===== config.mk =====
export PLATFORM = sky130hd
export DESIGN_NAME = lsu_top
export DESIGN_NICKNAME = d
export VERILOG_FILES = /design/src/logic/lsu_bus_pkg.sv /design/src/logic/lsu_op_pkg.sv /design/src/logic/lsu_rdata_align.sv /design/src/logic/lsu_req_format.sv /design/src/logic/lsu_top.sv /design/src/logic/lsu_txn_ctrl.sv
export SDC_FILE = /design/constraint.sdc
export NUM_CORES = 1
export LEC_CHECK = 0
export BUFFER_PORTS_ARGS = -buffer_cell sky130_fd_sc_hd__buf_2
export CAP_MARGIN = 10
export CELL_PAD_IN_SITES_DETAIL_PLACEMENT = 1
export CELL_PAD_IN_SITES_GLOBAL_PLACEMENT = 1
export CORE_UTILIZATION = 33
export DETAILED_ROUTE_END_ITERATION = 8
export MAX_ROUTING_LAYER = met4
export PLACE_DENSITY = 0.82
export SYNTH_ARGS = -nofsm -noshare
export SYNTH_HDL_FRONTEND = slang
export SYNTH_SLANG_ARGS = --single-unit

===== constraint.sdc =====
create_clock -name clk -period 2.3 [get_ports clk]
set_input_delay 0.23 -clock clk [delete_from_list [all_inputs] [get_ports clk]]
set_output_delay 0.23 -clock clk [all_outputs]
set_load 0.01 [all_outputs]

===== src/logic/lsu_bus_pkg.sv =====
// LSU data bus definitions

package lsu_bus_pkg;

  //////////////////////////////////////////////////
  // widths with a meaning on the bus side
  //////////////////////////////////////////////////

  typedef logic [31:0] addr_t;  // byte address
  typedef logic [31:0] word_t;  // one bus data word
  typedef logic [3:0]  be_t;    // one enable per byte lane

  // outstanding transfer count, 0 up to MAX_OUTSTANDING
  typedef logic [1:0] cnt_t;

  // transfers allowed in flight before the request is held off
  localparam cnt_t MAX_OUTSTANDING = 2'd2;

  //////////////////////////////////////////////////
  // address phase
  //////////////////////////////////////////////////

  // everything that must stay stable while req is high and gnt is low
  typedef struct packed {
    addr_t addr;   // word aligned on the second half of a split access
    logic  we;     // 1 = store
    be_t   be;     // byte lanes touched by this transfer
    word_t wdata;  // already rotated into the target lanes
  } bus_req_t;     // 69 bits

endpackage


===== src/logic/lsu_op_pkg.sv =====
// LSU execute-side encodings

package lsu_op_pkg;

  //////////////////////////////////////////////////
  // access size
  //////////////////////////////////////////////////

  typedef logic [1:0] lsu_type_t;

  localparam lsu_type_t TYPE_WORD = 2'b00;
  localparam lsu_type_t TYPE_HALF = 2'b01;
  localparam lsu_type_t TYPE_BYTE = 2'b10;  // 2'b11 is a byte as well, bit 1 marks it

  //////////////////////////////////////////////////
  // load extension
  //////////////////////////////////////////////////

  typedef logic [1:0] ext_mode_t;

  localparam ext_mode_t EXT_ZERO = 2'b00;  // fill with zeros
  localparam ext_mode_t EXT_ONES = 2'b10;  // fill with ones
  // 01 and 11 copy the sign bit

  typedef logic [1:0] offset_t;  // byte position inside a word

  //////////////////////////////////////////////////
  // execute stage request
  //////////////////////////////////////////////////

  typedef struct packed {
    logic                 we;          // store when set
    lsu_type_t            size;        // word, half or byte
    lsu_bus_pkg::word_t   wdata;       // store data as held in the register
    offset_t              reg_offset;  // byte of the register that holds the lsb
    ext_mode_t            ext;         // extension for loads
    lsu_bus_pkg::addr_t   operand_a;   // base address
    lsu_bus_pkg::addr_t   operand_b;   // offset added when use_incr is set
    logic                 use_incr;    // address is a + b instead of a
    logic                 misaligned;  // this is the second half of a split access
  } ex_req_t;

  // kept from acceptance until the matching rvalid
  typedef struct packed {
    lsu_type_t size;
    offset_t   offset;  // low address bits of the access
    ext_mode_t ext;
    logic      we;
  } wb_ctrl_t;  // 7 bits

endpackage


===== src/logic/lsu_rdata_align.sv =====
// LSU read data aligner

`timescale 1ns/1ps

module lsu_rdata_align (
  input  logic                 clk,
  input  logic                 rst_n,
  input  logic                 rvalid_i,
  input  lsu_bus_pkg::word_t   rdata_i,         // raw bus word
  input  lsu_op_pkg::wb_ctrl_t wb_ctrl_i,       // control of the access answered now
  input  logic                 second_phase_i,  // EX holds the second half
  input  logic                 misaligned_i,    // EX holds a first half that splits
  output lsu_bus_pkg::word_t   rdata_o
);

  lsu_bus_pkg::word_t rdata_q;   // last result, or first word of a split load
  lsu_bus_pkg::word_t w_ext;     // word, joined across two words if split
  lsu_bus_pkg::word_t h_ext;
  lsu_bus_pkg::word_t b_ext;
  lsu_bus_pkg::word_t result;
  logic [15:0]        h_raw;
  logic [7:0]         b_raw;
  logic               is_byte;

  // fill bit for the upper part of an extended value
  function automatic logic fill_bit(input lsu_op_pkg::ext_mode_t ext, input logic msb);
    if (ext == lsu_op_pkg::EXT_ZERO) begin
      return 1'b0;
    end else if (ext == lsu_op_pkg::EXT_ONES) begin
      return 1'b1;
    end else begin
      return msb;  // sign
    end
  endfunction

  //////////////////////////////////////////////////
  // lane selection
  //////////////////////////////////////////////////

  // low lanes of the new word sit above the saved upper lanes
  always_comb begin
    case (wb_ctrl_i.offset)
      2'b00:   w_ext = rdata_i;
      2'b01:   w_ext = {rdata_i[7:0],  rdata_q[31:8]};
      2'b10:   w_ext = {rdata_i[15:0], rdata_q[31:16]};
      default: w_ext = {rdata_i[23:0], rdata_q[31:24]};
    endcase
  end

  always_comb begin
    case (wb_ctrl_i.offset)
      2'b00:   h_raw = rdata_i[15:0];
      2'b01:   h_raw = rdata_i[23:8];
      2'b10:   h_raw = rdata_i[31:16];
      default: h_raw = {rdata_i[7:0], rdata_q[31:24]};  // crosses into the next word
    endcase
  end

  assign b_raw = rdata_i[{wb_ctrl_i.offset, 3'b000} +: 8];  // bytes never split

  //////////////////////////////////////////////////
  // extension and result
  //////////////////////////////////////////////////

  assign h_ext = {{16{fill_bit(wb_ctrl_i.ext, h_raw[15])}}, h_raw};
  assign b_ext = {{24{fill_bit(wb_ctrl_i.ext, b_raw[7])}}, b_raw};

  assign is_byte = (wb_ctrl_i.size & lsu_op_pkg::TYPE_BYTE) != 2'b00;

  always_comb begin
    if (is_byte) begin
      result = b_ext;
    end else if (wb_ctrl_i.size == lsu_op_pkg::TYPE_HALF) begin
      result = h_ext;
    end else begin
      result = w_ext;
    end
  end

  // keep the raw word while a split load waits for its second half
  always_ff @(posedge clk or negedge rst_n) begin
    if (!rst_n) begin
      rdata_q <= '0;
    end else if (rvalid_i && !wb_ctrl_i.we) begin
      if (second_phase_i || misaligned_i) begin
        rdata_q <= rdata_i;
      end else begin
        rdata_q <= result;  // held for the register file between responses
      end
    end
  end

  assign rdata_o = rvalid_i ? result : rdata_q;

endmodule


===== src/logic/lsu_req_format.sv =====
// LSU request formatter

`timescale 1ns/1ps

module lsu_req_format (
  input  lsu_op_pkg::ex_req_t   ex_i,          // request fields from EX
  output lsu_bus_pkg::bus_req_t bus_req_o,     // address phase to the bus
  output lsu_op_pkg::wb_ctrl_t  wb_ctrl_o,     // candidate for the WB register
  output logic                  misaligned_o   // a second transfer is needed
);

  lsu_bus_pkg::addr_t addr_int;      // unaligned byte address
  lsu_op_pkg::offset_t addr_off;     // its low bits
  lsu_op_pkg::offset_t wdata_off;    // lane rotation for store data
  lsu_bus_pkg::be_t    be;
  lsu_bus_pkg::word_t  wdata_rot;
  logic                is_byte;

  //////////////////////////////////////////////////
  // address
  //////////////////////////////////////////////////

  assign addr_int = ex_i.use_incr ? (ex_i.operand_a + ex_i.operand_b) : ex_i.operand_a;
  assign addr_off = addr_int[1:0];

  // both byte encodings have bit 1 set
  assign is_byte = (ex_i.size & lsu_op_pkg::TYPE_BYTE) != 2'b00;

  //////////////////////////////////////////////////
  // byte enables
  //////////////////////////////////////////////////

  always_comb begin
    if (is_byte) begin
      be = 4'b0001 << addr_off;  // one lane, never split
    end else if (ex_i.size == lsu_op_pkg::TYPE_HALF) begin
      if (!ex_i.misaligned) begin
        case (addr_off)
          2'b00:   be = 4'b0011;
          2'b01:   be = 4'b0110;
          2'b10:   be = 4'b1100;
          default: be = 4'b1000;  // upper byte follows in the next word
        endcase
      end else begin
        be = 4'b0001;  // the byte left over from offset 3
      end
    end else begin
      // word
      if (!ex_i.misaligned) begin
        be = 4'b1111 << addr_off;  // lanes from the offset upwards
      end else begin
        case (addr_off)
          2'b00:   be = 4'b0000;  // cannot happen, an aligned word never splits
          2'b01:   be = 4'b0001;
          2'b10:   be = 4'b0011;
          default: be = 4'b0111;
        endcase
      end
    end
  end

  //////////////////////////////////////////////////
  // store data
  //////////////////////////////////////////////////

  // register byte reg_offset must land in lane addr_off
  assign wdata_off = addr_off - ex_i.reg_offset;

  always_comb begin
    case (wdata_off)
      2'b00:   wdata_rot = ex_i.wdata;
      2'b01:   wdata_rot = {ex_i.wdata[23:0], ex_i.wdata[31:24]};
      2'b10:   wdata_rot = {ex_i.wdata[15:0], ex_i.wdata[31:16]};
      default: wdata_rot = {ex_i.wdata[7:0],  ex_i.wdata[31:8]};
    endcase
  end

  //////////////////////////////////////////////////
  // split detection and outputs
  //////////////////////////////////////////////////

  // only the first half can raise the flag
  always_comb begin
    misaligned_o = 1'b0;
    if (!ex_i.misaligned) begin
      if (ex_i.size == lsu_op_pkg::TYPE_WORD) begin
        misaligned_o = (addr_off != 2'b00);   // word off its boundary
      end else if (ex_i.size == lsu_op_pkg::TYPE_HALF) begin
        misaligned_o = (addr_off == 2'b11);   // half crossing the word
      end
    end
  end

  // second half goes to the start of the next word
  assign bus_req_o.addr  = ex_i.misaligned ? {addr_int[31:2], 2'b00} : addr_int;
  assign bus_req_o.we    = ex_i.we;
  assign bus_req_o.be    = be;
  assign bus_req_o.wdata = wdata_rot;

  assign wb_ctrl_o.size   = ex_i.size;
  assign wb_ctrl_o.offset = addr_off;  // unaligned offset, also for the second half
  assign wb_ctrl_o.ext    = ex_i.ext;
  assign wb_ctrl_o.we     = ex_i.we;

endmodule


===== src/logic/lsu_top.sv =====
// Load store unit top

`timescale 1ns/1ps

module lsu_top (
  input  logic                  clk,
  input  logic                  rst_n,

  // execute stage
  input  logic                  req_i,
  input  lsu_op_pkg::ex_req_t   ex_i,

  // data bus
  output logic                  data_req_o,
  input  logic                  gnt_i,
  input  logic                  rvalid_i,
  output lsu_bus_pkg::bus_req_t bus_o,
  input  lsu_bus_pkg::word_t    rdata_i,

  // back to the pipeline
  output lsu_bus_pkg::word_t    rdata_o,
  output logic                  misaligned_o,
  output logic                  lsu_ready_ex_o,
  output logic                  lsu_ready_wb_o,
  output logic                  busy_o
);

  lsu_op_pkg::wb_ctrl_t wb_ctrl_ex;  // control of the access in EX
  lsu_op_pkg::wb_ctrl_t wb_ctrl_wb;  // control of the access awaiting rvalid

  lsu_req_format u_req_format (
    .ex_i         (ex_i),
    .bus_req_o    (bus_o),
    .wb_ctrl_o    (wb_ctrl_ex),
    .misaligned_o (misaligned_o)
  );

  // bus ready is the grant itself
  lsu_txn_ctrl u_txn_ctrl (
    .clk        (clk),
    .rst_n      (rst_n),
    .req_i      (req_i),
    .gnt_i      (gnt_i),
    .rvalid_i   (rvalid_i),
    .wb_ctrl_i  (wb_ctrl_ex),
    .data_req_o (data_req_o),
    .ready_ex_o (lsu_ready_ex_o),
    .ready_wb_o (lsu_ready_wb_o),
    .busy_o     (busy_o),
    .wb_ctrl_o  (wb_ctrl_wb)
  );

  lsu_rdata_align u_rdata_align (
    .clk            (clk),
    .rst_n          (rst_n),
    .rvalid_i       (rvalid_i),
    .rdata_i        (rdata_i),
    .wb_ctrl_i      (wb_ctrl_wb),
    .second_phase_i (ex_i.misaligned),
    .misaligned_i   (misaligned_o),
    .rdata_o        (rdata_o)
  );

endmodule


===== src/logic/lsu_txn_ctrl.sv =====
// LSU transaction controller

`timescale 1ns/1ps

module lsu_txn_ctrl (
  input  logic                 clk,
  input  logic                 rst_n,
  input  logic                 req_i,       // EX wants a transfer
  input  logic                 gnt_i,       // bus took the address phase
  input  logic                 rvalid_i,    // bus response
  input  lsu_op_pkg::wb_ctrl_t wb_ctrl_i,   // control of the access in EX
  output logic                 data_req_o,
  output logic                 ready_ex_o,
  output logic                 ready_wb_o,
  output logic                 busy_o,
  output lsu_op_pkg::wb_ctrl_t wb_ctrl_o    // control of the access awaiting rvalid
);

  lsu_bus_pkg::cnt_t    cnt_q;      // transfers without a response
  lsu_bus_pkg::cnt_t    cnt_d;
  logic                 count_up;   // address phase accepted
  logic                 count_down; // response seen
  logic                 ctrl_update;
  lsu_op_pkg::wb_ctrl_t wb_ctrl_q;

  //////////////////////////////////////////////////
  // request and count
  //////////////////////////////////////////////////

  // no path from rvalid to req, the limit alone holds it off
  assign data_req_o = req_i && (cnt_q < lsu_bus_pkg::MAX_OUTSTANDING);

  assign count_up   = data_req_o && gnt_i;
  assign count_down = rvalid_i;  // one rvalid per accepted transfer

  always_comb begin
    case ({count_up, count_down})
      2'b10:   cnt_d = cnt_q + 2'd1;
      2'b01:   cnt_d = cnt_q - 2'd1;
      default: cnt_d = cnt_q;  // idle, or one in and one out
    endcase
  end

  always_ff @(posedge clk or negedge rst_n) begin
    if (!rst_n) begin
      cnt_q <= '0;
    end else begin
      cnt_q <= cnt_d;
    end
  end

  //////////////////////////////////////////////////
  // stage handshakes
  //////////////////////////////////////////////////

  assign busy_o     = (cnt_q != '0) || data_req_o;
  assign ready_wb_o = (cnt_q == '0) ? 1'b1 : rvalid_i;  // WB empty or about to drain

  // EX moves only when WB can take its access in the same cycle
  always_comb begin
    if (!req_i) begin
      ready_ex_o = 1'b1;
    end else if (cnt_q == 2'd0) begin
      ready_ex_o = count_up;
    end else if (cnt_q == 2'd1) begin
      ready_ex_o = count_up && rvalid_i;
    end else begin
      ready_ex_o = rvalid_i;  // full, nothing can be issued this cycle
    end
  end

  assign ctrl_update = ready_ex_o && req_i;

  always_ff @(posedge clk or negedge rst_n) begin
    if (!rst_n) begin
      wb_ctrl_q <= '0;
    end else if (ctrl_update) begin
      wb_ctrl_q <= wb_ctrl_i;  // EX access becomes the WB access
    end
  end

  assign wb_ctrl_o = wb_ctrl_q;

endmodule


==> impl_metrics.prom, run 1 <==
# TYPE chip_impl_metric gauge
chip_impl_info{name="run_status",value="finished with violations"} 1
chip_impl_info{name="violations",value="setup timing"} 1
chip_impl_metric{name="grt_antenna_before_repair",unit=""} 10
chip_impl_metric{name="arrival",unit="ns"} 2.93
chip_impl_metric{name="share_of_the_clock_period_used_by_the_worst_path",unit=""} 1.37
chip_impl_metric{name="syn_to_final_growth",unit="%"} 86.2
chip_impl_metric{name="finalPower",unit="µW"} 17300
chip_impl_info{name="clockRootBuffer",value="sky130_fd_sc_hd__clkbuf_16"} 1
chip_impl_metric{name="cp.required",unit="ns"} 2.07
chip_impl_metric{name="dieWidth",unit="µm"} 150
chip_impl_metric{name="ctsLongestPathBuffers",unit=""} 2
chip_impl_metric{name="via_count_of_the_first_global_routing_pass",unit=""} 10525
chip_impl_metric{name="dr.first_iter.drc_count",unit=""} 1635
chip_impl_metric{name="synthesis.area_per_instance",unit="µm²"} 7.48
chip_impl_metric{name="max-slew-margin-rel",unit=""} 0.273
chip_impl_metric{name="timing.reg2reg.worst_path_depth",unit=""} 10
chip_impl_metric{name="synth_largest_type_area_fraction",unit=""} 0.142
chip_impl_metric{name="via_per_inst",unit=""} 7.31
chip_impl_metric{name="fill_cells",unit=""} 2356
chip_impl_info{name="worst-setup-path-type",value="in -> out"} 1
chip_impl_metric{name="synth_edf_count",unit=""} 0
chip_impl_metric{name="nNetsFinal",unit=""} 1560
chip_impl_metric{name="synth_seq_cells",unit=""} 41
chip_impl_metric{name="multiInputGateArea",unit="µm²"} 7840
chip_impl_metric{name="die_area",unit="µm²"} 22500
chip_impl_metric{name="place_congestion",unit=""} 0.912
chip_impl_metric{name="synth.net_count",unit=""} 1149
chip_impl_metric{name="worst-path-max-fanout",unit=""} 5
chip_impl_metric{name="drtAntennaViolNets",unit=""} 0
chip_impl_metric{name="max_freq",unit="GHz"} 0.316
chip_impl_metric{name="grt_first_pass_wirelength",unit="mm"} 59.4
chip_impl_info{name="cp-start-kind",value="primary input"} 1
chip_impl_info{name="ys_dominant_reg_cell",value="sky130_fd_sc_hd__dfrtp_1"} 1
chip_impl_metric{name="drive_above_1_share",unit=""} 0.635
chip_impl_metric{name="detail_route.drc_violations",unit=""} 0
chip_impl_metric{name="yosys_warnings",unit=""} 0
chip_impl_info{name="timing.critical_path.slowest_stage_cell",value="sky130_fd_sc_hd__o21ai_1"} 1
chip_impl_metric{name="pin_count_of_the_biggest_net_entering_global_routing",unit=""} 65
chip_impl_metric{name="core_region_area",unit="µm²"} 21200
chip_impl_info{name="timing.rr.end",value="u_rdata_align.rdata_q[29]"} 1
chip_impl_metric{name="postSynthCellCount",unit=""} 965
chip_impl_metric{name="clock_input_transition_at_the_sequential_cells_of_the_worst_setup_and_hold_paths",unit="ns"} 0.08
chip_impl_metric{name="register_area",unit="µm²"} 1030
chip_impl_metric{name="p_leak",unit="µW"} 0.00593
chip_impl_metric{name="grt-ovfl-total",unit=""} 0
chip_impl_metric{name="num_vias",unit=""} 12261
chip_impl_metric{name="seq_area_frac_synth",unit=""} 0.142
chip_impl_metric{name="numCtsBuffers",unit=""} 5
chip_impl_metric{name="htreeDepth",unit=""} 2
chip_impl_metric{name="synthesis.area",unit="µm²"} 7220
chip_impl_info{name="hp-class",value="in -> async"} 1
chip_impl_metric{name="boundaryPins",unit=""} 248
chip_impl_info{name="synth_area_leaders",value="sky130_fd_sc_hd__dfrtp_1 (14%), sky130_fd_sc_hd__mux2i_1 (12%), sky130_fd_sc_hd__a21oi_1 (7.1%)"} 1
chip_impl_metric{name="timing.max_cap.violations",unit=""} 0
chip_impl_info{name="reg2reg_from",value="u_txn_ctrl.wb_ctrl_o[3]"} 1
chip_impl_metric{name="synth.lib_cells_used.distinct",unit=""} 65
chip_impl_metric{name="finish.cell_count_without_fillers",unit=""} 1677
chip_impl_metric{name="power_density",unit="nW/µm²"} 1290
chip_impl_metric{name="worst-slew-pin-transition",unit="ns"} 1.07
chip_impl_metric{name="cts_sink_count",unit=""} 41
chip_impl_metric{name="detailedRoute.firstPassIterationCount",unit=""} 6
chip_impl_info{name="cp_cell_sequence",value="buf_2, ha_1, nand2_1, o21ai_1, a21oi_1, o21ai_0, buf_4, a211oi_2, xnor2_1, mux2_4, buf_6"} 1
chip_impl_metric{name="count_of_pins_over_their_slew_limit",unit=""} 0
chip_impl_metric{name="worst_ir_drop_vdd",unit="µV"} 526
chip_impl_metric{name="avgRoutedWirePerCell",unit="µm"} 38.0
chip_impl_info{name="tritoncts_clock_tree",value="done"} 1
chip_impl_metric{name="dp_hpwl",unit="mm"} 24.1
chip_impl_metric{name="post_dp_cell_area",unit="µm²"} 9570
chip_impl_metric{name="postRouteWirelength",unit="mm"} 63.8
chip_impl_info{name="rsz0062_at_grt",value="true"} 1
chip_impl_metric{name="finalHoldViolCount",unit=""} 0
chip_impl_metric{name="rows",unit=""} 53
chip_impl_metric{name="grt_util_all_layers",unit=""} 0.355
chip_impl_metric{name="die_h",unit="µm"} 150
chip_impl_info{name="crit_path_end_kind",value="primary output"} 1
chip_impl_metric{name="clk-insertion-delay-late",unit="ns"} 0.34
chip_impl_metric{name="fin_skew",unit="ns"} 0.0134
chip_impl_metric{name="timing.final.setup_violations",unit=""} 136
chip_impl_metric{name="post-route-worst-setup-slack",unit="ns"} -0.862
chip_impl_metric{name="r2r_slack",unit="ns"} -0.43
chip_impl_metric{name="fin_worst_hold_slack",unit="ns"} 0.0467
chip_impl_metric{name="start_util",unit=""} 0.340
chip_impl_metric{name="post-place-cells",unit=""} 1525
chip_impl_metric{name="synth_async_sr_flop_share",unit=""} 1.00
chip_impl_info{name="yosys.area.top_type",value="sky130_fd_sc_hd__dfrtp_1"} 1
chip_impl_metric{name="cp_slowest_stage_delay",unit="ns"} 0.52
chip_impl_metric{name="timing.final.crit_period",unit="ns"} 3.16
chip_impl_metric{name="port-buffer-count",unit=""} 247
chip_impl_metric{name="final_area",unit="µm²"} 13400
-- per-stage QoR --
step	worst slack, ns	util	TNS (ns)
finish	-0.862	0.633	-52.58
global route	-0.937	0.633	-63.98
CTS	-0.297	0.560	-14.67
detailed placement	-0.402	0.451	-21.28
global placement	-0.372	0.451	-14.45
floorplan	-0.0615	-	-1.23
-- cells in the final DEF (no fill, tap or decap), drive strengths merged, types with 21 or more instances in the layout --
master,Yosys,final
xnor2,24,24
nor2,78,78
a31oi,21,21
nand2,104,104
inv,23,22
mux2,40,40
mux2i,87,87
a21oi,105,105
buf,51,497
ha,41,41
diode,0,25
dfrtp,41,41
o21ai,101,101
-- cell type report --
class,count,area share
clock inverter,3,0.00484
timing repair buffer,502,0.288
multi-input combinational,803,0.583
antenna,25,0.00466
inverter,23,0.00726
sequential,41,0.0766
tap,275,0.0256
clock buffer,5,0.00931
-- cell families after synthesis --
group,synth area share
AO/OA/AOI/OAI,0.276
AND/OR/NAND/NOR,0.170
multiplexers,0.217
buffers and inverters,0.0831
adder cells (fa/ha/maj),0.0739
flip-flops,0.142
XOR/XNOR,0.0373
-- sequential cells by signal, indices dropped and copies added (netlist names) --
register / cells
u_rdata_align.rdata_q: 32
u_txn_ctrl.cnt_q: 2
u_txn_ctrl.wb_ctrl_o: 7
-- how the worst max path moves through the flow --
stage          cells past startpoint                       end     start  slack, ns
2_1_floorplan                     13  u_rdata_align.rdata_q[7]   ex_i[2]      -0.06
3_3_place_gp                      13                 bus_o[59]  ex_i[34]      -0.37
3_5_place_dp                      13                 bus_o[63]  ex_i[34]      -0.40
4_1_cts                           14                 bus_o[49]  ex_i[34]      -0.30
5_1_grt                            9                 bus_o[64]  ex_i[26]      -0.94
6_report                          11                 bus_o[67]  ex_i[50]      -0.86
-- timing repair --
item	CTS	global route
endpoints found under the setup margin	91	124
gates cloned	7	7
setup buffers	74	53
hold buffers	0	0
resized for setup	315	291
hold endpoints to repair	0	0
pin swaps	94	115
-- worst max-delay path, delay by kind of cell --
kind / cells / cell delay [ns]
AND/OR/NAND/NOR: 1 / 0.18
buffers and inverters: 3 / 0.47
XOR/XNOR: 1 / 0.18
AO/OA/AOI/OAI: 4 / 1.12
multiplexers: 1 / 0.30
adder cells (fa/ha/maj): 1 / 0.43
-- Yosys cell counts (11+ instances only) --
master	number
sky130_fd_sc_hd__a21o_1	13
sky130_fd_sc_hd__a21oi_1	103
sky130_fd_sc_hd__a31oi_1	20
sky130_fd_sc_hd__buf_2	11
sky130_fd_sc_hd__buf_4	34
sky130_fd_sc_hd__clkbuf_1	48
sky130_fd_sc_hd__dfrtp_1	41
sky130_fd_sc_hd__ha_1	41
sky130_fd_sc_hd__inv_1	23
sky130_fd_sc_hd__mux2_2	40
sky130_fd_sc_hd__mux2i_1	87
sky130_fd_sc_hd__mux4_2	11
sky130_fd_sc_hd__nand2_1	104
sky130_fd_sc_hd__nand2b_1	12
sky130_fd_sc_hd__nand3_1	15
sky130_fd_sc_hd__nor2_1	77
sky130_fd_sc_hd__nor3_1	13
sky130_fd_sc_hd__o21ai_0	92
sky130_fd_sc_hd__o31ai_1	16
sky130_fd_sc_hd__xnor2_1	23
-- power breakdown --
group / leakage, µW / internal, µW / switching [µW]
clock network: 0.0000939 / 624 / 421
logic: 0.00534 / 6480 / 8060
registers: 0.000496 / 1080 / 678
total: 0.00593 / 8190 / 9160
-- metal layers --
metal	vias to the layer above	wire (µm)	track usage
li1	4369	-	-
met3	789	9100	0.0646
met1	5711	19400	0.353
met4	0	8480	0.244
met2	1392	26800	0.628
met5	-	0	-
No activity file was read; power rests on OpenSTA's default activity.
==> run 2, diff against run 1 <==
- CORE_ASPECT_RATIO: unset -> 1.2
- SETUP_SLACK_MARGIN: unset -> 0.1
==> impl_metrics.prom, run 2 (synthesized netlist as in run 1, its figures left out) <==
# TYPE chip_impl_metric gauge
chip_impl_info{name="run_status",value="finished with violations"} 1
chip_impl_info{name="violations",value="setup timing"} 1
chip_impl_metric{name="dieWidth",unit="µm"} 137
chip_impl_info{name="setup.worst_path.end",value="bus_o[67]"} 1
chip_impl_metric{name="worst_ir_drop_vdd",unit="µV"} 804
chip_impl_metric{name="arrival",unit="ns"} 2.87
chip_impl_info{name="layout.cells.most_common_list",value="sky130_fd_sc_hd__buf_2 (207), sky130_fd_sc_hd__buf_4 (157), sky130_fd_sc_hd__nand2_1 (82), sky130_fd_sc_hd__buf_6 (77), sky130_fd_sc_hd__a21oi_2 (57)"} 1
chip_impl_info{name="cp-start-kind",value="primary input"} 1
chip_impl_metric{name="dr.first_iter.drc_count",unit=""} 854
chip_impl_metric{name="core_region_area",unit="µm²"} 21200
chip_impl_info{name="hp-class",value="in -> reg"} 1
chip_impl_metric{name="power_density",unit="nW/µm²"} 1190
chip_impl_metric{name="avgRoutedWirePerCell",unit="µm"} 30.5
chip_impl_metric{name="count_of_pins_over_their_slew_limit",unit=""} 0
chip_impl_info{name="worst-setup-path-type",value="in -> out"} 1
chip_impl_metric{name="path_depth",unit=""} 10
chip_impl_metric{name="cp_slowest_stage_delay",unit="ns"} 0.78
chip_impl_metric{name="hold_depth",unit=""} 2
chip_impl_info{name="reg2reg_from",value="u_txn_ctrl.wb_ctrl_o[3]"} 1
chip_impl_metric{name="die_area",unit="µm²"} 22500
chip_impl_metric{name="worst-slew-pin-transition",unit="ns"} 0.922
chip_impl_metric{name="drtAntennaViolNets",unit=""} 0
chip_impl_metric{name="grt-ovfl-total",unit=""} 0
chip_impl_info{name="tritoncts_clock_tree",value="done"} 1
chip_impl_metric{name="cp.required",unit="ns"} 2.07
chip_impl_metric{name="worst-path-max-fanout",unit=""} 5
chip_impl_metric{name="post_dp_cell_area",unit="µm²"} 9440
chip_impl_metric{name="final_area",unit="µm²"} 13000
chip_impl_metric{name="timing.final.crit_period",unit="ns"} 3.10
chip_impl_metric{name="clock_input_transition_at_the_sequential_cells_of_the_worst_setup_and_hold_paths",unit="ns"} 0.07
chip_impl_metric{name="htreeDepth",unit=""} 2
chip_impl_info{name="largest_register",value="u_rdata_align.rdata_q"} 1
chip_impl_metric{name="port-buffer-count",unit=""} 247
chip_impl_metric{name="routed_length_on_met3",unit="mm"} 4.33
chip_impl_metric{name="timing.final.setup_violations",unit=""} 126
chip_impl_info{name="final_common_cell",value="sky130_fd_sc_hd__buf_2"} 1
chip_impl_metric{name="max_freq",unit="GHz"} 0.323
chip_impl_metric{name="die_h",unit="µm"} 164
chip_impl_info{name="clockRootBuffer",value="sky130_fd_sc_hd__clkbuf_16"} 1
chip_impl_info{name="dr.max_layer_used",value="met4"} 1
chip_impl_metric{name="grt_first_pass_wirelength",unit="mm"} 58.6
chip_impl_metric{name="syn_to_final_growth",unit="%"} 79.7
chip_impl_metric{name="detail_route.drc_violations",unit=""} 0
chip_impl_metric{name="critical_path_buf_inv_count",unit=""} 3
chip_impl_metric{name="numCtsBuffers",unit=""} 5
chip_impl_metric{name="finalHoldViolCount",unit=""} 0
chip_impl_metric{name="boundaryPins",unit=""} 248
chip_impl_info{name="critical-path-top-delay-family",value="simple AND/OR/NAND/NOR gates"} 1
chip_impl_info{name="timing.rr.end",value="u_rdata_align.rdata_q[9]"} 1
chip_impl_metric{name="timing.reg2reg.worst_path_depth",unit=""} 10
chip_impl_info{name="worstSetupStartpoint",value="ex_i[39]"} 1
chip_impl_metric{name="via_per_inst",unit=""} 6.60
chip_impl_metric{name="place_congestion",unit=""} 0.938
chip_impl_metric{name="share_of_the_clock_period_used_by_the_worst_path",unit=""} 1.35
chip_impl_metric{name="start_util",unit=""} 0.341
chip_impl_metric{name="post-route-worst-setup-slack",unit="ns"} -0.799
chip_impl_metric{name="postRouteWirelength",unit="mm"} 49.6
chip_impl_info{name="timing.critical_path.slowest_stage_cell",value="sky130_fd_sc_hd__nor2b_1"} 1
chip_impl_metric{name="grt_antenna_before_repair",unit=""} 4
chip_impl_metric{name="rows",unit=""} 58
chip_impl_metric{name="timing.max_cap.violations",unit=""} 0
chip_impl_metric{name="drive_above_1_share",unit=""} 0.612
chip_impl_metric{name="ctsLongestPathBuffers",unit=""} 2
chip_impl_metric{name="clk-insertion-delay-late",unit="ns"} 0.32
chip_impl_info{name="crit_path_end_kind",value="primary output"} 1
chip_impl_metric{name="r2r_slack",unit="ns"} -0.23
chip_impl_metric{name="via_count_of_the_first_global_routing_pass",unit=""} 10619
chip_impl_metric{name="fin_skew",unit="ns"} 0.0132
chip_impl_metric{name="nNetsFinal",unit=""} 1529
chip_impl_info{name="cp_cell_sequence",value="buf_2, ha_1, nor2b_1, o311ai_4, buf_6, a211oi_2, a211oi_2, xnor2_1, mux2_2, buf_6"} 1
chip_impl_metric{name="largest_register_ffs",unit=""} 32
chip_impl_metric{name="p_leak",unit="µW"} 0.00570
chip_impl_metric{name="fin_worst_hold_slack",unit="ns"} 0.182
chip_impl_info{name="rsz0062_at_grt",value="true"} 1
chip_impl_metric{name="grt_util_all_layers",unit=""} 0.351
chip_impl_metric{name="pin_count_of_the_biggest_net_entering_global_routing",unit=""} 65
chip_impl_metric{name="wl_met1",unit="mm"} 16.4
chip_impl_metric{name="met2WireLength",unit="mm"} 24.1
chip_impl_metric{name="dp_hpwl",unit="mm"} 23.8
chip_impl_metric{name="detailedRoute.firstPassIterationCount",unit=""} 7
chip_impl_metric{name="cts_sink_count",unit=""} 41
chip_impl_metric{name="max-slew-margin-rel",unit=""} 0.384
chip_impl_metric{name="num_vias",unit=""} 10713
-- run 2: cell count changes in the layout (fill, tap and decap cells not counted), moves of 4 or more --
cell	delta
sky130_fd_sc_hd__buf_2	-4
sky130_fd_sc_hd__buf_4	-37
sky130_fd_sc_hd__a31oi_4	+6
sky130_fd_sc_hd__a21oi_4	-13
sky130_fd_sc_hd__a31oi_2	-5
sky130_fd_sc_hd__buf_6	+10
sky130_fd_sc_hd__diode_2	-18
sky130_fd_sc_hd__a21oi_2	+11
sky130_fd_sc_hd__o21ai_1	-6
sky130_fd_sc_hd__o21ai_0	+7
sky130_fd_sc_hd__mux2i_4	-5
sky130_fd_sc_hd__nor2_4	+4
sky130_fd_sc_hd__buf_8	-4
-- run 2: how the worst min path moves through the flow --
| stage | slack (ns) | startpoint | end |
|---|---|---|---|
| detailed placement | 0.31 | rst_n | u_rdata_align.rdata_q[28] |
| CTS | 0.15 | ex_i[66] | u_txn_ctrl.wb_ctrl_o[1] |
| floorplan | -0.07 | rst_n | u_rdata_align.rdata_q[0] |
| global route | 0.19 | ex_i[66] | u_txn_ctrl.wb_ctrl_o[1] |
| finish | 0.18 | ex_i[67] | u_txn_ctrl.wb_ctrl_o[2] |
| global placement | 0.28 | rst_n | u_rdata_align.rdata_q[28] |
-- run 2: area by class of cell --
cell class | instances | area, µm²
Fill cell | 2361 | 8220
Multi-Input combinational cell | 804 | 7650
Timing Repair Buffer | 470 | 3670
Sequential cell | 41 | 1030
Tap cell | 270 | 338
Clock buffer | 6 | 129
Inverter | 23 | 97.6
Clock inverter | 2 | 35.0
Antenna cell | 7 | 17.5
-- run 2: power by group --
group / total [µW] / internal (µW) / switching (µW)
logic: 12900 / 6030 / 6820
registers: 1710 / 1080 / 632
clock network: 883 / 513 / 370
-- run 2: through the flow --
stage	instances	util	total power (µW)	setup TNS, ns	worst slack [ns]
6_report	1623	0.612	15400	-38.51	-0.799
5_1_grt	1620	0.612	15900	-42.27	-0.838
4_1_cts	1585	0.546	11800	-16.87	-0.286
3_5_place_dp	1499	0.445	8450	-23.55	-0.424
3_3_place_gp	1499	0.445	8220	-18.60	-0.405
2_1_floorplan	965	-	6000	-1.30	-0.0624
-- run 2: timing repair --
| action | in CTS | in global routing |
|---|---|---|
| pin swaps | 84 | 104 |
| resized for setup | 300 | 265 |
| setup endpoints to repair | 113 | 129 |
| endpoints found under the hold margin | 24 | 0 |
| setup buffers | 68 | 44 |
| hold buffers | 1 | 0 |
| cloned | 11 | 1 |
-- run 2: routing by layer --
metal	track usage	up-vias
li1	-	4293
met5	-	-
met3	0.0630	390
met2	0.615	852
met1	0.363	5178
met4	0.214	0
